## config.mk

```make
export PLATFORM = sky130hd
export DESIGN_NAME = cart_mapper_top
export DESIGN_NICKNAME = d
export VERILOG_FILES = /design/src/common/cart_bus_pkg.sv /design/src/common/cart_regs_pkg.sv /design/src/hw/io_regs.sv /design/src/mapper/bank_mapper.sv /design/src/mapper/flash_emu_fsm.sv /design/src/hw/cart_data_mux.sv /design/src/hw/cart_mapper_top.sv
export VERILOG_INCLUDE_DIRS = /design/src /design/src/common
export SDC_FILE = /design/constraint.sdc
export NUM_CORES = 1
export LEC_CHECK = 0
export BUFFER_PORTS_ARGS = -buffer_cell sky130_fd_sc_hd__buf_2
export CORE_ASPECT_RATIO = 0.7
export CORE_MARGIN = 4
export CORE_UTILIZATION = 58
export CTS_CLUSTER_SIZE = 14
export DETAILED_ROUTE_END_ITERATION = 8
export PLACE_DENSITY_LB_ADDON = 0.2
export SYNTH_ARGS = -nofsm -noshare
export SYNTH_HDL_FRONTEND = slang
export SYNTH_SLANG_ARGS = --single-unit
```

## constraint.sdc

```tcl
create_clock -name SClk -period 2.2 [get_ports SClk]
set_input_delay 0.22 -clock SClk [delete_from_list [all_inputs] [get_ports SClk]]
set_output_delay 0.22 -clock SClk [all_outputs]
set_load 0.005 [all_outputs]
```

## src/common/cart_params.svh

```systemverilog
`ifndef CART_PARAMS_SVH
`define CART_PARAMS_SVH

// io address is {addr_hi, addr_lo[3:0]}
`define IO_ADDR_W       8
`define BANK_W          10
`define ROM_EXT_W       9
`define ADDR_EXT_W      7
`define RAM_MASK_W      4

// legacy 2001 bank registers
`define REG_LINEAR      8'hC0
`define REG_RAM_BANK    8'hC1
`define REG_ROM0        8'hC2
`define REG_ROM1        8'hC3

// 2003 extended registers
`define REG_MEM_CTRL    8'hCE
`define REG_RAM_BANK_L  8'hD0
`define REG_RAM_BANK_H  8'hD1
`define REG_ROM0_L      8'hD2
`define REG_ROM0_H      8'hD3
`define REG_ROM1_L      8'hD4
`define REG_ROM1_H      8'hD5

// cartridge extension registers
`define REG_POW_CNT      8'hE2
`define REG_BANK_MASK_LO 8'hE4
`define REG_BANK_MASK_HI 8'hE5
`define REG_EMU_CNT      8'hE6

`define POW_UNLOCK      8'hDD

// flash command bytes
`define FLASH_CMD_AA      8'hAA
`define FLASH_CMD_55      8'h55
`define FLASH_CMD_FAST    8'h20
`define FLASH_CMD_WRITE   8'hA0
`define FLASH_CMD_EXIT    8'h90
`define FLASH_CMD_ERASE_A 8'h10
`define FLASH_CMD_ERASE_B 8'h30

`endif

```

## src/common/cart_bus_pkg.sv

```systemverilog
`include "cart_params.svh"

package cart_bus_pkg;

    // console side, sampled on SClk
    typedef struct packed {
        logic        n_sel;
        logic        n_io;
        logic        n_oe;
        logic        n_we;
        logic [3:0]  addr_hi;
        logic [8:0]  addr_lo;
        logic [15:0] wdata;
    } bus_req_t;

    // external memory pins
    typedef struct packed {
        logic [`ADDR_EXT_W-1:0] addr_ext;
        logic                   n_psram1_sel;
        logic                   n_psram2_sel;
        logic                   n_sram_sel;
        logic                   psram_n_lb;
        logic                   psram_n_ub;
    } mem_sel_t;

endpackage

```

## src/common/cart_regs_pkg.sv

```systemverilog
`include "cart_params.svh"

package cart_regs_pkg;

    typedef struct packed {
        logic [`BANK_W-1:0]     ram_bank;
        logic [`BANK_W-1:0]     rom0_bank;
        logic [`BANK_W-1:0]     rom1_bank;
        logic [7:0]             linear_off;
        logic                   self_flash;
        logic                   enable_sram;
        logic [`ROM_EXT_W-1:0]  rom_mask;
        logic [`RAM_MASK_W-1:0] ram_mask;
        logic                   apply_rom0;
        logic                   apply_rom1;
        logic                   apply_ram;
    } bank_regs_t;

    // same bit order as EMU_CNT[3:0]
    typedef struct packed {
        logic       enable_rom_8bit_bus;
        logic       enable_flash_emu;
        logic [1:0] eeprom_size;
    } emu_ctrl_t;

    typedef enum logic [2:0] {
        wait_aa,
        wait_55,
        cmd,
        fast_mode,
        fast_write,
        single_write,
        erase
    } flash_emu_state_e;

    typedef struct packed {
        logic rom_space;
        logic ram_area;
        logic psram_hit;
        logic psram_hi_lane;
        logic byte_area;
    } map_info_t;

endpackage

```

## src/hw/io_regs.sv

```systemverilog
`include "cart_params.svh"

module io_regs (
    input  logic                     SClk,
    input  logic                     rst_n,
    input  cart_bus_pkg::bus_req_t   bus,
    output cart_regs_pkg::bank_regs_t regs,
    output cart_regs_pkg::emu_ctrl_t  emu,
    output logic [7:0]               reg_rdata,
    output logic                     reg_hit
);

    logic [`IO_ADDR_W-1:0] reg_addr;
    logic [7:0]            wd;
    logic                  io_wr;
    logic                  ext_bank_wr;
    logic [7:0]            pow_cnt;

    // POW_CNT bits other than enable_sram
    logic mcu_reset, boot0, ext2003, ext2001, extnile, tf_power, fastclk;

    assign reg_addr = {bus.addr_hi, bus.addr_lo[3:0]};
    assign wd       = bus.wdata[7:0];
    assign io_wr    = ~bus.n_sel & ~bus.n_io & ~bus.n_we;
    assign pow_cnt  = {mcu_reset, regs.enable_sram, boot0, ext2003,
                       ext2001, extnile, tf_power, fastclk};

    always_ff @(posedge SClk or negedge rst_n) begin
        if (!rst_n) begin
            regs.ram_bank    <= 10'h3FF;
            regs.rom0_bank   <= 10'h3FF;
            regs.rom1_bank   <= 10'h3FF;
            regs.linear_off  <= 8'hFF;
            regs.self_flash  <= 1'b0;
            regs.enable_sram <= 1'b1;
            regs.rom_mask    <= 9'h1FF;
            regs.ram_mask    <= 4'hF;
            regs.apply_rom0  <= 1'b1;
            regs.apply_rom1  <= 1'b1;
            regs.apply_ram   <= 1'b1;
            {mcu_reset, boot0, ext2003, ext2001} <= 4'b1011;
            {extnile, tf_power, fastclk}         <= 3'b101;
            emu <= '0;
        end else if (io_wr) begin
            case (reg_addr)
                `REG_LINEAR:     regs.linear_off <= wd;
                `REG_RAM_BANK:   regs.ram_bank[7:0] <= wd;
                `REG_ROM0:       regs.rom0_bank[7:0] <= wd;
                `REG_ROM1:       regs.rom1_bank[7:0] <= wd;
                `REG_RAM_BANK_L: if (ext2003) regs.ram_bank[7:0] <= wd;
                `REG_RAM_BANK_H: if (ext2003) regs.ram_bank[9:8] <= wd[1:0];
                `REG_ROM0_L:     if (ext2003) regs.rom0_bank[7:0] <= wd;
                `REG_ROM0_H:     if (ext2003) regs.rom0_bank[9:8] <= wd[1:0];
                `REG_ROM1_L:     if (ext2003) regs.rom1_bank[7:0] <= wd;
                `REG_ROM1_H:     if (ext2003) regs.rom1_bank[9:8] <= wd[1:0];
                `REG_MEM_CTRL:   if (ext2003) regs.self_flash <= wd[0];
                `REG_BANK_MASK_LO: if (extnile) regs.rom_mask[7:0] <= wd;
                `REG_BANK_MASK_HI: if (extnile) begin
                    regs.ram_mask    <= wd[7:4];
                    regs.apply_ram   <= wd[3];
                    regs.apply_rom1  <= wd[2];
                    regs.apply_rom0  <= wd[1];
                    regs.rom_mask[8] <= wd[0];
                end
                // unlock value always gets through
                `REG_POW_CNT: if (extnile || wd == `POW_UNLOCK) begin
                    {mcu_reset, regs.enable_sram, boot0, ext2003} <= wd[7:4];
                    {ext2001, extnile, tf_power, fastclk}         <= wd[3:0];
                end
                `REG_EMU_CNT: if (extnile) emu <= wd[3:0];
                default: ;
            endcase
        end
    end

    always_comb begin
        reg_hit   = 1'b1;
        reg_rdata = 8'h00;
        case (reg_addr)
            `REG_LINEAR:       reg_rdata = regs.linear_off;
            `REG_RAM_BANK,
            `REG_RAM_BANK_L:   reg_rdata = regs.ram_bank[7:0];
            `REG_ROM0,
            `REG_ROM0_L:       reg_rdata = regs.rom0_bank[7:0];
            `REG_ROM1,
            `REG_ROM1_L:       reg_rdata = regs.rom1_bank[7:0];
            `REG_RAM_BANK_H:   reg_rdata = {6'h0, regs.ram_bank[9:8]};
            `REG_ROM0_H:       reg_rdata = {6'h0, regs.rom0_bank[9:8]};
            `REG_ROM1_H:       reg_rdata = {6'h0, regs.rom1_bank[9:8]};
            `REG_MEM_CTRL:     reg_rdata = {7'h0, regs.self_flash};
            `REG_POW_CNT:      reg_rdata = pow_cnt;
            `REG_BANK_MASK_LO: reg_rdata = regs.rom_mask[7:0];
            `REG_BANK_MASK_HI: reg_rdata = {regs.ram_mask, regs.apply_ram, regs.apply_rom1,
                                            regs.apply_rom0, regs.rom_mask[8]};
            `REG_EMU_CNT:      reg_rdata = {4'h0, emu};
            default:           reg_hit = 1'b0;
        endcase
    end

    assign ext_bank_wr = io_wr && (reg_addr inside {`REG_RAM_BANK_L, `REG_RAM_BANK_H,
        `REG_ROM0_L, `REG_ROM0_H, `REG_ROM1_L, `REG_ROM1_H});

    // locked 2003 bank writes must leave every bank untouched
    a_ext_locked: assert property (@(posedge SClk) disable iff (!rst_n)
        ext_bank_wr && !ext2003 |=>
            $stable({regs.ram_bank, regs.rom0_bank, regs.rom1_bank}))
        else $error("extended bank write went through with ext2003 clear");

endmodule

```

## src/mapper/bank_mapper.sv

```systemverilog
`include "cart_params.svh"

module bank_mapper (
    input  cart_bus_pkg::bus_req_t    bus,
    input  cart_regs_pkg::bank_regs_t regs,
    input  cart_regs_pkg::emu_ctrl_t  emu,
    input  logic                      pass_read,
    input  logic                      pass_write,
    output cart_bus_pkg::mem_sel_t    mem,
    output cart_regs_pkg::map_info_t  info
);

    logic [`ROM_EXT_W-1:0]  rom_sel, rom_masked;
    logic [`RAM_MASK_W-1:0] ram_masked;
    logic rom_space, ram_space, ram_area, apply_mask;
    logic psram1_addr, psram2_addr, sram_addr;
    logic mem_cyc, psram_en, byte_area;

    always_comb begin
        rom_sel    = '0;
        rom_space  = 1'b0;
        ram_space  = 1'b0;
        ram_area   = 1'b0;
        apply_mask = 1'b1;
        case (bus.addr_hi)
            4'h0: ;
            4'h1: begin
                // save area that flash emulation remaps into rom space
                rom_space  = regs.self_flash;
                ram_space  = ~regs.self_flash;
                rom_sel    = regs.ram_bank[`ROM_EXT_W-1:0];
                ram_area   = 1'b1;
                apply_mask = regs.apply_ram;
            end
            4'h2: begin
                rom_space  = 1'b1;
                rom_sel    = regs.rom0_bank[`ROM_EXT_W-1:0];
                apply_mask = regs.apply_rom0;
            end
            4'h3: begin
                rom_space  = 1'b1;
                rom_sel    = regs.rom1_bank[`ROM_EXT_W-1:0];
                apply_mask = regs.apply_rom1;
            end
            default: begin
                rom_space  = 1'b1;
                rom_sel    = {regs.linear_off[4:0], bus.addr_hi};
                apply_mask = 1'b0;
            end
        endcase
    end

    assign rom_masked = apply_mask ? (rom_sel & regs.rom_mask) : rom_sel;
    assign ram_masked = apply_mask ? (regs.ram_bank[`RAM_MASK_W-1:0] & regs.ram_mask)
                                   : regs.ram_bank[`RAM_MASK_W-1:0];

    assign psram1_addr = rom_space && rom_masked[8:7] == 2'd0;
    assign psram2_addr = rom_space && rom_masked[8:7] == 2'd1;
    assign sram_addr   = ram_space && !ram_masked[3] && regs.enable_sram;

    assign mem_cyc   = ~bus.n_sel & bus.n_io;
    assign psram_en  = mem_cyc & ((~bus.n_oe & pass_read) | (~bus.n_we & pass_write));
    assign byte_area = ram_area | emu.enable_rom_8bit_bus;

    always_comb begin
        mem.addr_ext[2:0] = rom_space ? rom_masked[2:0] : ram_masked[2:0];
        // sram ignores everything above bit 2
        mem.addr_ext[6:3] = rom_masked[6:3];
        mem.n_psram1_sel  = ~(psram_en & psram1_addr);
        mem.n_psram2_sel  = ~(psram_en & psram2_addr);
        mem.n_sram_sel    = ~(mem_cyc & sram_addr & (~bus.n_oe | ~bus.n_we));
        mem.psram_n_lb    = byte_area & bus.addr_lo[0];
        mem.psram_n_ub    = byte_area & ~bus.addr_lo[0];
    end

    always_comb begin
        info.rom_space     = rom_space;
        info.ram_area      = ram_area;
        info.psram_hit     = psram1_addr | psram2_addr;
        info.psram_hi_lane = (psram1_addr | psram2_addr) & byte_area & bus.addr_lo[0];
        info.byte_area     = byte_area;
    end

    always_comb begin
        a_one_sel: assert final ($onehot0(~{mem.n_psram1_sel, mem.n_psram2_sel,
                                           mem.n_sram_sel}))
            else $error("more than one chip select low");
    end

endmodule

```

## src/mapper/flash_emu_fsm.sv

```systemverilog
`include "cart_params.svh"

module flash_emu_fsm (
    input  logic                     SClk,
    input  logic                     rst_n,
    input  cart_bus_pkg::bus_req_t   bus,
    input  cart_regs_pkg::emu_ctrl_t emu,
    input  cart_regs_pkg::map_info_t info,
    output logic                     pass_read,
    output logic                     pass_write,
    output logic                     catch_read,
    output logic [7:0]               catch_value
);

    import cart_regs_pkg::*;

    flash_emu_state_e state, state_nxt;
    logic [7:0]       wd;
    logic             psram_wr, emu_active;

    assign wd       = bus.wdata[7:0];
    // steps on the raw psram hit even when the write itself is blocked
    assign psram_wr = ~bus.n_sel & bus.n_io & ~bus.n_we & info.psram_hit;

    always_comb begin
        state_nxt = state;
        case (state)
            wait_aa:      if (wd == `FLASH_CMD_AA) state_nxt = wait_55;
            wait_55:      state_nxt = (wd == `FLASH_CMD_55) ? cmd : wait_aa;
            cmd: begin
                case (wd)
                    `FLASH_CMD_FAST:    state_nxt = fast_mode;
                    `FLASH_CMD_WRITE:   state_nxt = single_write;
                    `FLASH_CMD_ERASE_A,
                    `FLASH_CMD_ERASE_B: state_nxt = erase;
                    default:            state_nxt = wait_aa;
                endcase
            end
            fast_mode: begin
                if (wd == `FLASH_CMD_WRITE)
                    state_nxt = fast_write;
                else if (wd == `FLASH_CMD_EXIT)
                    state_nxt = wait_aa;
            end
            fast_write:   state_nxt = fast_mode;
            single_write: state_nxt = wait_aa;
            erase:        state_nxt = (wd == `FLASH_CMD_AA) ? wait_55 : wait_aa;
            default:      state_nxt = wait_aa;
        endcase
    end

    always_ff @(posedge SClk or negedge rst_n) begin
        if (!rst_n)
            state <= wait_aa;
        else if (psram_wr)
            state <= state_nxt;
    end

    assign emu_active  = emu.enable_flash_emu & info.ram_area;
    assign pass_read   = ~emu_active | (state != erase && state != fast_mode);
    assign pass_write  = ~emu_active | state == single_write | state == fast_write;
    assign catch_read  = ~pass_read & info.psram_hit;
    // erased flash reads as all ones
    assign catch_value = (state == erase) ? 8'hFF : 8'h00;

    a_state_legal: assert property (@(posedge SClk) disable iff (!rst_n)
        state inside {wait_aa, wait_55, cmd, fast_mode, fast_write, single_write, erase})
        else $error("flash emulator state out of range");

endmodule

```

## src/hw/cart_data_mux.sv

```systemverilog
module cart_data_mux (
    input  cart_bus_pkg::bus_req_t   bus,
    input  cart_regs_pkg::map_info_t info,
    input  cart_regs_pkg::emu_ctrl_t emu,
    input  logic [7:0]               reg_rdata,
    input  logic                     reg_hit,
    input  logic                     catch_read,
    input  logic [7:0]               catch_value,
    output logic [15:0]              data_out,
    output logic                     data_oe_lo,
    output logic                     data_oe_hi
);

    logic sel_oe, hi_read, hi_write, io_out, emu_out;
    logic [7:0] data_lo, data_hi;

    assign sel_oe = ~bus.n_sel & ~bus.n_oe;

    // odd byte of an 8-bit access comes back on the low lane
    assign hi_read  = sel_oe & bus.n_io & info.psram_hi_lane & ~catch_read;
    assign hi_write = ~bus.n_sel & bus.n_io & ~bus.n_we & info.psram_hi_lane;
    assign io_out   = ~bus.n_io & reg_hit;
    assign emu_out  = bus.n_io & catch_read & emu.enable_flash_emu;

    always_comb begin
        if (hi_read)
            data_lo = bus.wdata[15:8];
        else if (io_out)
            data_lo = reg_rdata;
        else
            data_lo = catch_value;
    end

    assign data_hi    = hi_write ? bus.wdata[7:0] : 8'h00;
    assign data_out   = {data_hi, data_lo};
    assign data_oe_lo = (sel_oe & (io_out | emu_out)) | hi_read;
    assign data_oe_hi = hi_write;

    always_comb begin
        a_no_oe_idle: assert final (!bus.n_sel || (!data_oe_lo && !data_oe_hi))
            else $error("data lane enabled with n_sel high");
    end

endmodule

```

## src/hw/cart_mapper_top.sv

```systemverilog
module cart_mapper_top (
    input  logic                   SClk,
    input  logic                   rst_n,
    input  cart_bus_pkg::bus_req_t bus,
    output cart_bus_pkg::mem_sel_t mem,
    output logic [15:0]            data_out,
    output logic                   data_oe_lo,
    output logic                   data_oe_hi
);

    import cart_regs_pkg::*;

    bank_regs_t regs;
    emu_ctrl_t  emu;
    map_info_t  info;
    logic [7:0] reg_rdata;
    logic       reg_hit;
    logic       pass_read, pass_write, catch_read;
    logic [7:0] catch_value;

    io_regs io_regs_i (
        .SClk      (SClk),
        .rst_n     (rst_n),
        .bus       (bus),
        .regs      (regs),
        .emu       (emu),
        .reg_rdata (reg_rdata),
        .reg_hit   (reg_hit)
    );

    bank_mapper bank_mapper_i (
        .bus        (bus),
        .regs       (regs),
        .emu        (emu),
        .pass_read  (pass_read),
        .pass_write (pass_write),
        .mem        (mem),
        .info       (info)
    );

    flash_emu_fsm flash_emu_fsm_i (
        .SClk        (SClk),
        .rst_n       (rst_n),
        .bus         (bus),
        .emu         (emu),
        .info        (info),
        .pass_read   (pass_read),
        .pass_write  (pass_write),
        .catch_read  (catch_read),
        .catch_value (catch_value)
    );

    cart_data_mux cart_data_mux_i (
        .bus         (bus),
        .info        (info),
        .emu         (emu),
        .reg_rdata   (reg_rdata),
        .reg_hit     (reg_hit),
        .catch_read  (catch_read),
        .catch_value (catch_value),
        .data_out    (data_out),
        .data_oe_lo  (data_oe_lo),
        .data_oe_hi  (data_oe_hi)
    );

endmodule

```

# ---- Yosys cells after proc, flatten, opt, wreduce, memory -nomap -nowiden
# Cells that the tools add are included.
dict set report totals {
  reg_bits 70
  out_inout_bits 30
}
dict set report op_classes {
  eq_ne 40
  muxes 25
  n_bitwise 50
  n_reduce_logical 31
}
# cell n
set ops {}
lappend ops {{$eq A8 B8 Y1 const B} 19}
lappend ops {{$pmux W8 S12} 1}
lappend ops {{$pmux W8 S2} 3}
lappend ops {{$mux W8} 5}
lappend ops {{$pmux W9 S4} 1}
lappend ops {{$reduce_and A3 Y1} 12}
lappend ops {{$and A1 B1 Y1} 27}
lappend ops {{$pmux W3 S6} 1}
lappend ops {{$eq A8 B6 Y1 const B} 2}
lappend ops {{$reduce_or A15 Y1} 1}
lappend ops {{$mux W3} 4}
lappend ops {{$not A1 Y1} 12}
lappend ops {{$and A9 B9 Y9} 1}
lappend ops {{$eq A3 B3 Y1 const B} 3}
lappend ops {{$mux W9} 1}
lappend ops {{$or A1 B1 Y1} 9}
lappend ops {{$pmux W3 S3} 1}
lappend ops {{$eq A4 B2 Y1 const B} 2}
lappend ops {{$eq A8 B5 Y1 const B} 1}
lappend ops {{$eq A8 B7 Y1 const B} 1}
lappend ops {{$ne A2 B1 Y1 const B} 4}
lappend ops {{$reduce_or A2 Y1} 4}
lappend ops {{$eq A3 B2 Y1 const B} 2}
lappend ops {{$reduce_bool A2 Y1} 3}
lappend ops {{other kinds (19)} 26}

# ---- Longest topological paths before layout
dict set report logic_depth {
  depth_word 13
  depth_mapped 9
  mapped_depth_nobuf 6
}

# ---- Modules after synthesis
# A second synthesis with hierarchy kept.
dict set report unflattened {
  hier_cells 446
  area_unflattened_um2 4862.2
}
# module instances cells_each area_each_um2 seq_area_each_um2
set modules_own_cells {}
lappend modules_own_cells {io_regs 1 278 3505.9 1751.7}
lappend modules_own_cells {bank_mapper 1 81 561.8 0.0}
lappend modules_own_cells {flash_emu_fsm 1 54 471.7 75.1}
lappend modules_own_cells {cart_data_mux 1 33 322.8 0.0}

# ---- Worst setup path before layout
# Ideal clock, no wire load.
dict set report synth_timing {
  kind {register to output}
  start {register, netlist name io_regs_i.regs[17]}
  end {output port data_out[6]}
  t_arrival_ps 1874
  required_time_ps 1980
  slack_ps 106
  path_stages_with_launch 7
  n_path_buf 1
  path_cell_list {dfrtp_1 a2111oi_2 a211oi_2 o21ai_2 nor3b_1 clkbuf_1 o31a_1}
}
dict set report synth_between {
  elab_chain_len 8
  word_cells_on_any_way 11
}
# element line_no
set synth_rtl {}
lappend synth_rtl {{$pmux W1 S2 *} bank_mapper.sv:25} ;# case (bus.addr_hi)
lappend synth_rtl {{$logic_and A1 B1 Y1 (on tied branches)} {bank_mapper.sv:57, bank_mapper.sv:58}}
lappend synth_rtl {{$or A1 B1 Y1 *} {bank_mapper.sv:79, bank_mapper.sv:80}}
lappend synth_rtl {{$and A1 B1 Y1 (2 in series)} bank_mapper.sv:80} ;# info.psram_hi_lane = (psram1_addr | psram2_addr) & byte_area & bus.addr_lo[0];
lappend synth_rtl {{$and A1 B1 Y1} cart_data_mux.sv:20} ;# assign hi_read = sel_oe & bus.n_io & info.psram_hi_lane & ~catch_read;
lappend synth_rtl {{$and A1 B1 Y1 *} cart_data_mux.sv:20}
lappend synth_rtl {{$mux W8 *} cart_data_mux.sv:26} ;# if (hi_read)
lappend synth_rtl {{end, declared} cart_mapper_top.sv:6} ;# output logic [15:0] data_out,
# Mark *: on every way between the ends. The rest lies on a longest branch, timed or not.

# ---- Worst setup path in the final report
dict set report layout_timing {
  start {register, netlist name io_regs_i.regs[0]}
  end {output port data_out[2]}
}
dict set report layout_between {
  elab_chain_len 10
  word_cells_on_any_way 14
}
# element line_no
set layout_rtl {}
lappend layout_rtl {{$pmux W1 S4 *} bank_mapper.sv:25}
lappend layout_rtl {{$mux W9 *} bank_mapper.sv:53} ;# assign rom_masked = apply_mask ? (rom_sel & regs.rom_mask) : rom_sel;
lappend layout_rtl {{$eq A2 B1 Y1 / $logic_not A2 Y1 (equally long branches)} {bank_mapper.sv:58, bank_mapper.sv:57}}
lappend layout_rtl {{$logic_and A1 B1 Y1 (on tied branches)} {bank_mapper.sv:58, bank_mapper.sv:57}}
lappend layout_rtl {{$or A1 B1 Y1 *} {bank_mapper.sv:79, bank_mapper.sv:80}}
lappend layout_rtl {{$and A1 B1 Y1 (2 in series)} bank_mapper.sv:80}
lappend layout_rtl {{$and A1 B1 Y1} cart_data_mux.sv:20}
lappend layout_rtl {{$and A1 B1 Y1 *} cart_data_mux.sv:20}
lappend layout_rtl {{$mux W8 *} cart_data_mux.sv:26}
# Marked as above.

==> qor.csv <==
metric;value;unit
status;finished with violations;
violations;setup timing;
min_path_type;primary input to flip-flop;
endpoint_kind;output port;
fin_ws;-0.284;ns
track_usage;34.2;%
dp_hpwl;11100;um
cts_made_buffers;9;
die_area;9350;sq um
cts_root_buf;clkbuf_8;
tightest_slew;0.794;ns
ys.flop_type;dfstp_2;
drt_iter0_drc;462;
die_x;114;um
multi_input_area;2650;sq um
max_freq;403;MHz
nNetsFinal;594;
die_h;82.1;um
postLayoutCoreUtil;76.7;%
syn-num-nets;486;
num_vias;4328;
setup_viol;21;
clk_pin_slew;0.08;ns
synth_edf_count;0;
gp_congestion;0.983;
slowest_stage;dfstp_2;
drive_gt1_share;55.5;%
yosysSeqAreaShare;40.2;%
postSynthAreaPerCell;10.1;sq um
grt_max_degree;33;
grt-ovfl-total;0;
slew_viol_final;0;
yosys_register_bits;70;
num_rows;26;
syn_area;4550;sq um
max-slew-margin-rel;47.0;%
fp.coreArea;7450;sq um
rsz0062_at_grt;true;
area.growth.synth_to_final;25.7;%
cts.sinks;70;
skew;0.0112;ns
powerDensity;480;nW/um^2
synth_warnings;0;
grt_pass1_vias;4377;
drt_pass1_iterations;5;
cap_violations;0;
critPathMaxStageDelay;0.55;ns
hold_viol;0;
ir_drop;0.345;mV
synthCells;451;
crit_chain;mux2i_2 > a221oi_4 > o21ai_2 > nor3b_2 > o21ba_4 > a22o_1 > buf_2;
routed_wl;15400;um
clk_latency;0.37;ns
criticalPathCategory;flip-flop to output port;
synthArstFlopShare;100;%
via_per_inst;6.54;
cts_max_level;3;
crit_arrival;2.26;ns
leakagePower;2.39;nW
required;1.98;ns
grt_pass1_wl;23800;um
antenna_found_initial;0;
portBuffers;59;
finalPower;2.74;mW
start_util;61.1;%
num_antenna_cells;0;
tritoncts;built;
regArea;1830;sq um
critPathMaxFanout;7;
clockBufferDepth;2;
tns;-3.96;ns
ios;65;
cp-start-kind;flip-flop;
layout_min_cycle_time;2.48;ns
fill_cells;498;
avgRoutedWirePerCell;23.3;um
yosys.cell_types.count;69;
drc;0;
ant_nets;0;
timing.final.crit_share;113;%
==> metal layers <==
layer	wire length (um)	global-route usage [%]	vias up	part of all wire [%]
li1	-	-	1892	-
met1	6450	46.4	2072	42
met2	6610	50.7	309	43
met3	1810	9.69	55	12
met4	524	16.6	0	3.4
met5	0	0	-	0
==> synth_stat cells (all sizes together) (6+ instances only) <==
cell	count	area (sq um)
nand3	6	35.0
nand2b	13	81.3
nand4	8	50.1
inv	12	45.0
dfstp	60	1580
nor4	7	65.1
a22o	11	96.3
buf	18	108
o21ai	22	114
nor2	30	113
clkbuf	19	71.3
nand2	30	113
and2	7	43.8
mux2	72	811
a21oi	16	80.1
dfrtp	10	250
nor2b	14	87.6
nor3	6	30.0
mux2i	10	100
a221oi	7	67.6
==> registers in the layout, summed over array words and instances, names as in the netlist <==
register and flops:
io_regs_i.mcu_reset 1, io_regs_i.ext2003 1, io_regs_i.regs 56, io_regs_i.emu 4, io_regs_i.tf_power 1, io_regs_i.extnile 1
io_regs_i.fastclk 1, flash_emu_fsm_i.state 3, io_regs_i.ext2001 1, io_regs_i.boot0 1
==> repair_timing <==
item	CTS	global route
hold endpoints to repair	10	0
hold buffers	1	0
buffers inserted	4	1
endpoints found under the setup margin	28	31
pin swaps	15	3
gates resized for setup	31	17
==> stage by stage <==
| step | area, sq um | worst slack [ns] | hold WS (ns) | cells |
|---|---|---|---|---|
| floorplan | 4550 | 0.106 | -0.0756 | 451 |
| global placement | 5310 | -0.125 | 0.315 | 640 |
| detailed placement | 5310 | -0.136 | 0.327 | 640 |
| CTS | 5620 | -0.261 | 0.228 | 661 |
| global route | 5720 | -0.335 | 0.253 | 662 |
| finish | 5720 | -0.284 | 0.234 | 662 |
==> critical path: cells and delay by family, from the launching register on <==
| family | cells | cell delay (ns) |
|---|---|---|
| simple gates | 1 | 0.20 |
| mux | 1 | 0.10 |
| buf+inv | 1 | 0.13 |
| compound gates | 4 | 0.92 |
| flops | 1 | 0.55 |
==> placed cells by master (no fill, tap or decap), types with 5 or more instances in the layout <==
master    instances
nor3_1            5
dfrtp_1          10
a22o_1           11
nor2_1           29
nor2b_1          14
o21ai_2           6
nand4_1           8
nand3_1           5
buf_6             7
clkbuf_8          9
nand2_1          29
inv_1            12
mux2i_1           9
o21ai_0           9
mux2_2           72
nand2b_1         13
buf_2            55
a22oi_1           5
buf_4            71
a21oi_1          16
dfstp_2          60
a221oi_1          5
==> layout make-up <==
type                    instances  area share, %
clock buffers                  10           2.23
multi-input cells             332           46.3
repair buffers                134           15.7
inverters                      12          0.788
well taps                      98           2.15
flip-flops and latches         70           32.0
clock inverters                 6          0.854
==> power breakdown <==
group / internal, mW / switching, mW
clock network: 0.416 / 0.550
logic: 0.167 / 0.270
registers: 1.32 / 0.0175
total: 1.91 / 0.837
==> path summary, 6_finish.rpt <==
path                       slack, ns                  endpoint                from  cells past startpoint
setup / recovery               -0.28               data_out[2]   io_regs_i.regs[0]                      7
hold / removal                  0.23       io_regs_i.mcu_reset              bus[7]                      2
setup reg to reg                0.02  flash_emu_fsm_i.state[0]   io_regs_i.regs[0]                      6
hold reg to reg                 0.50        io_regs_i.regs[53]  io_regs_i.regs[53]                      2
max in group asynchronous       0.97         io_regs_i.regs[9]               rst_n                      3
min in group asynchronous       0.47  flash_emu_fsm_i.state[0]               rst_n                      2
==> logic make-up after synthesis <==
kind of cell	share of synthesized area (%)
DFF	40.2
xor gates and xnor gates	0.385
and+or+nand+nor	17.6
buffers and inverters	4.92
AOI/OAI and AO/OA	16.9
muxes	20.0
No activity file was read; power rests on OpenSTA's default activity.
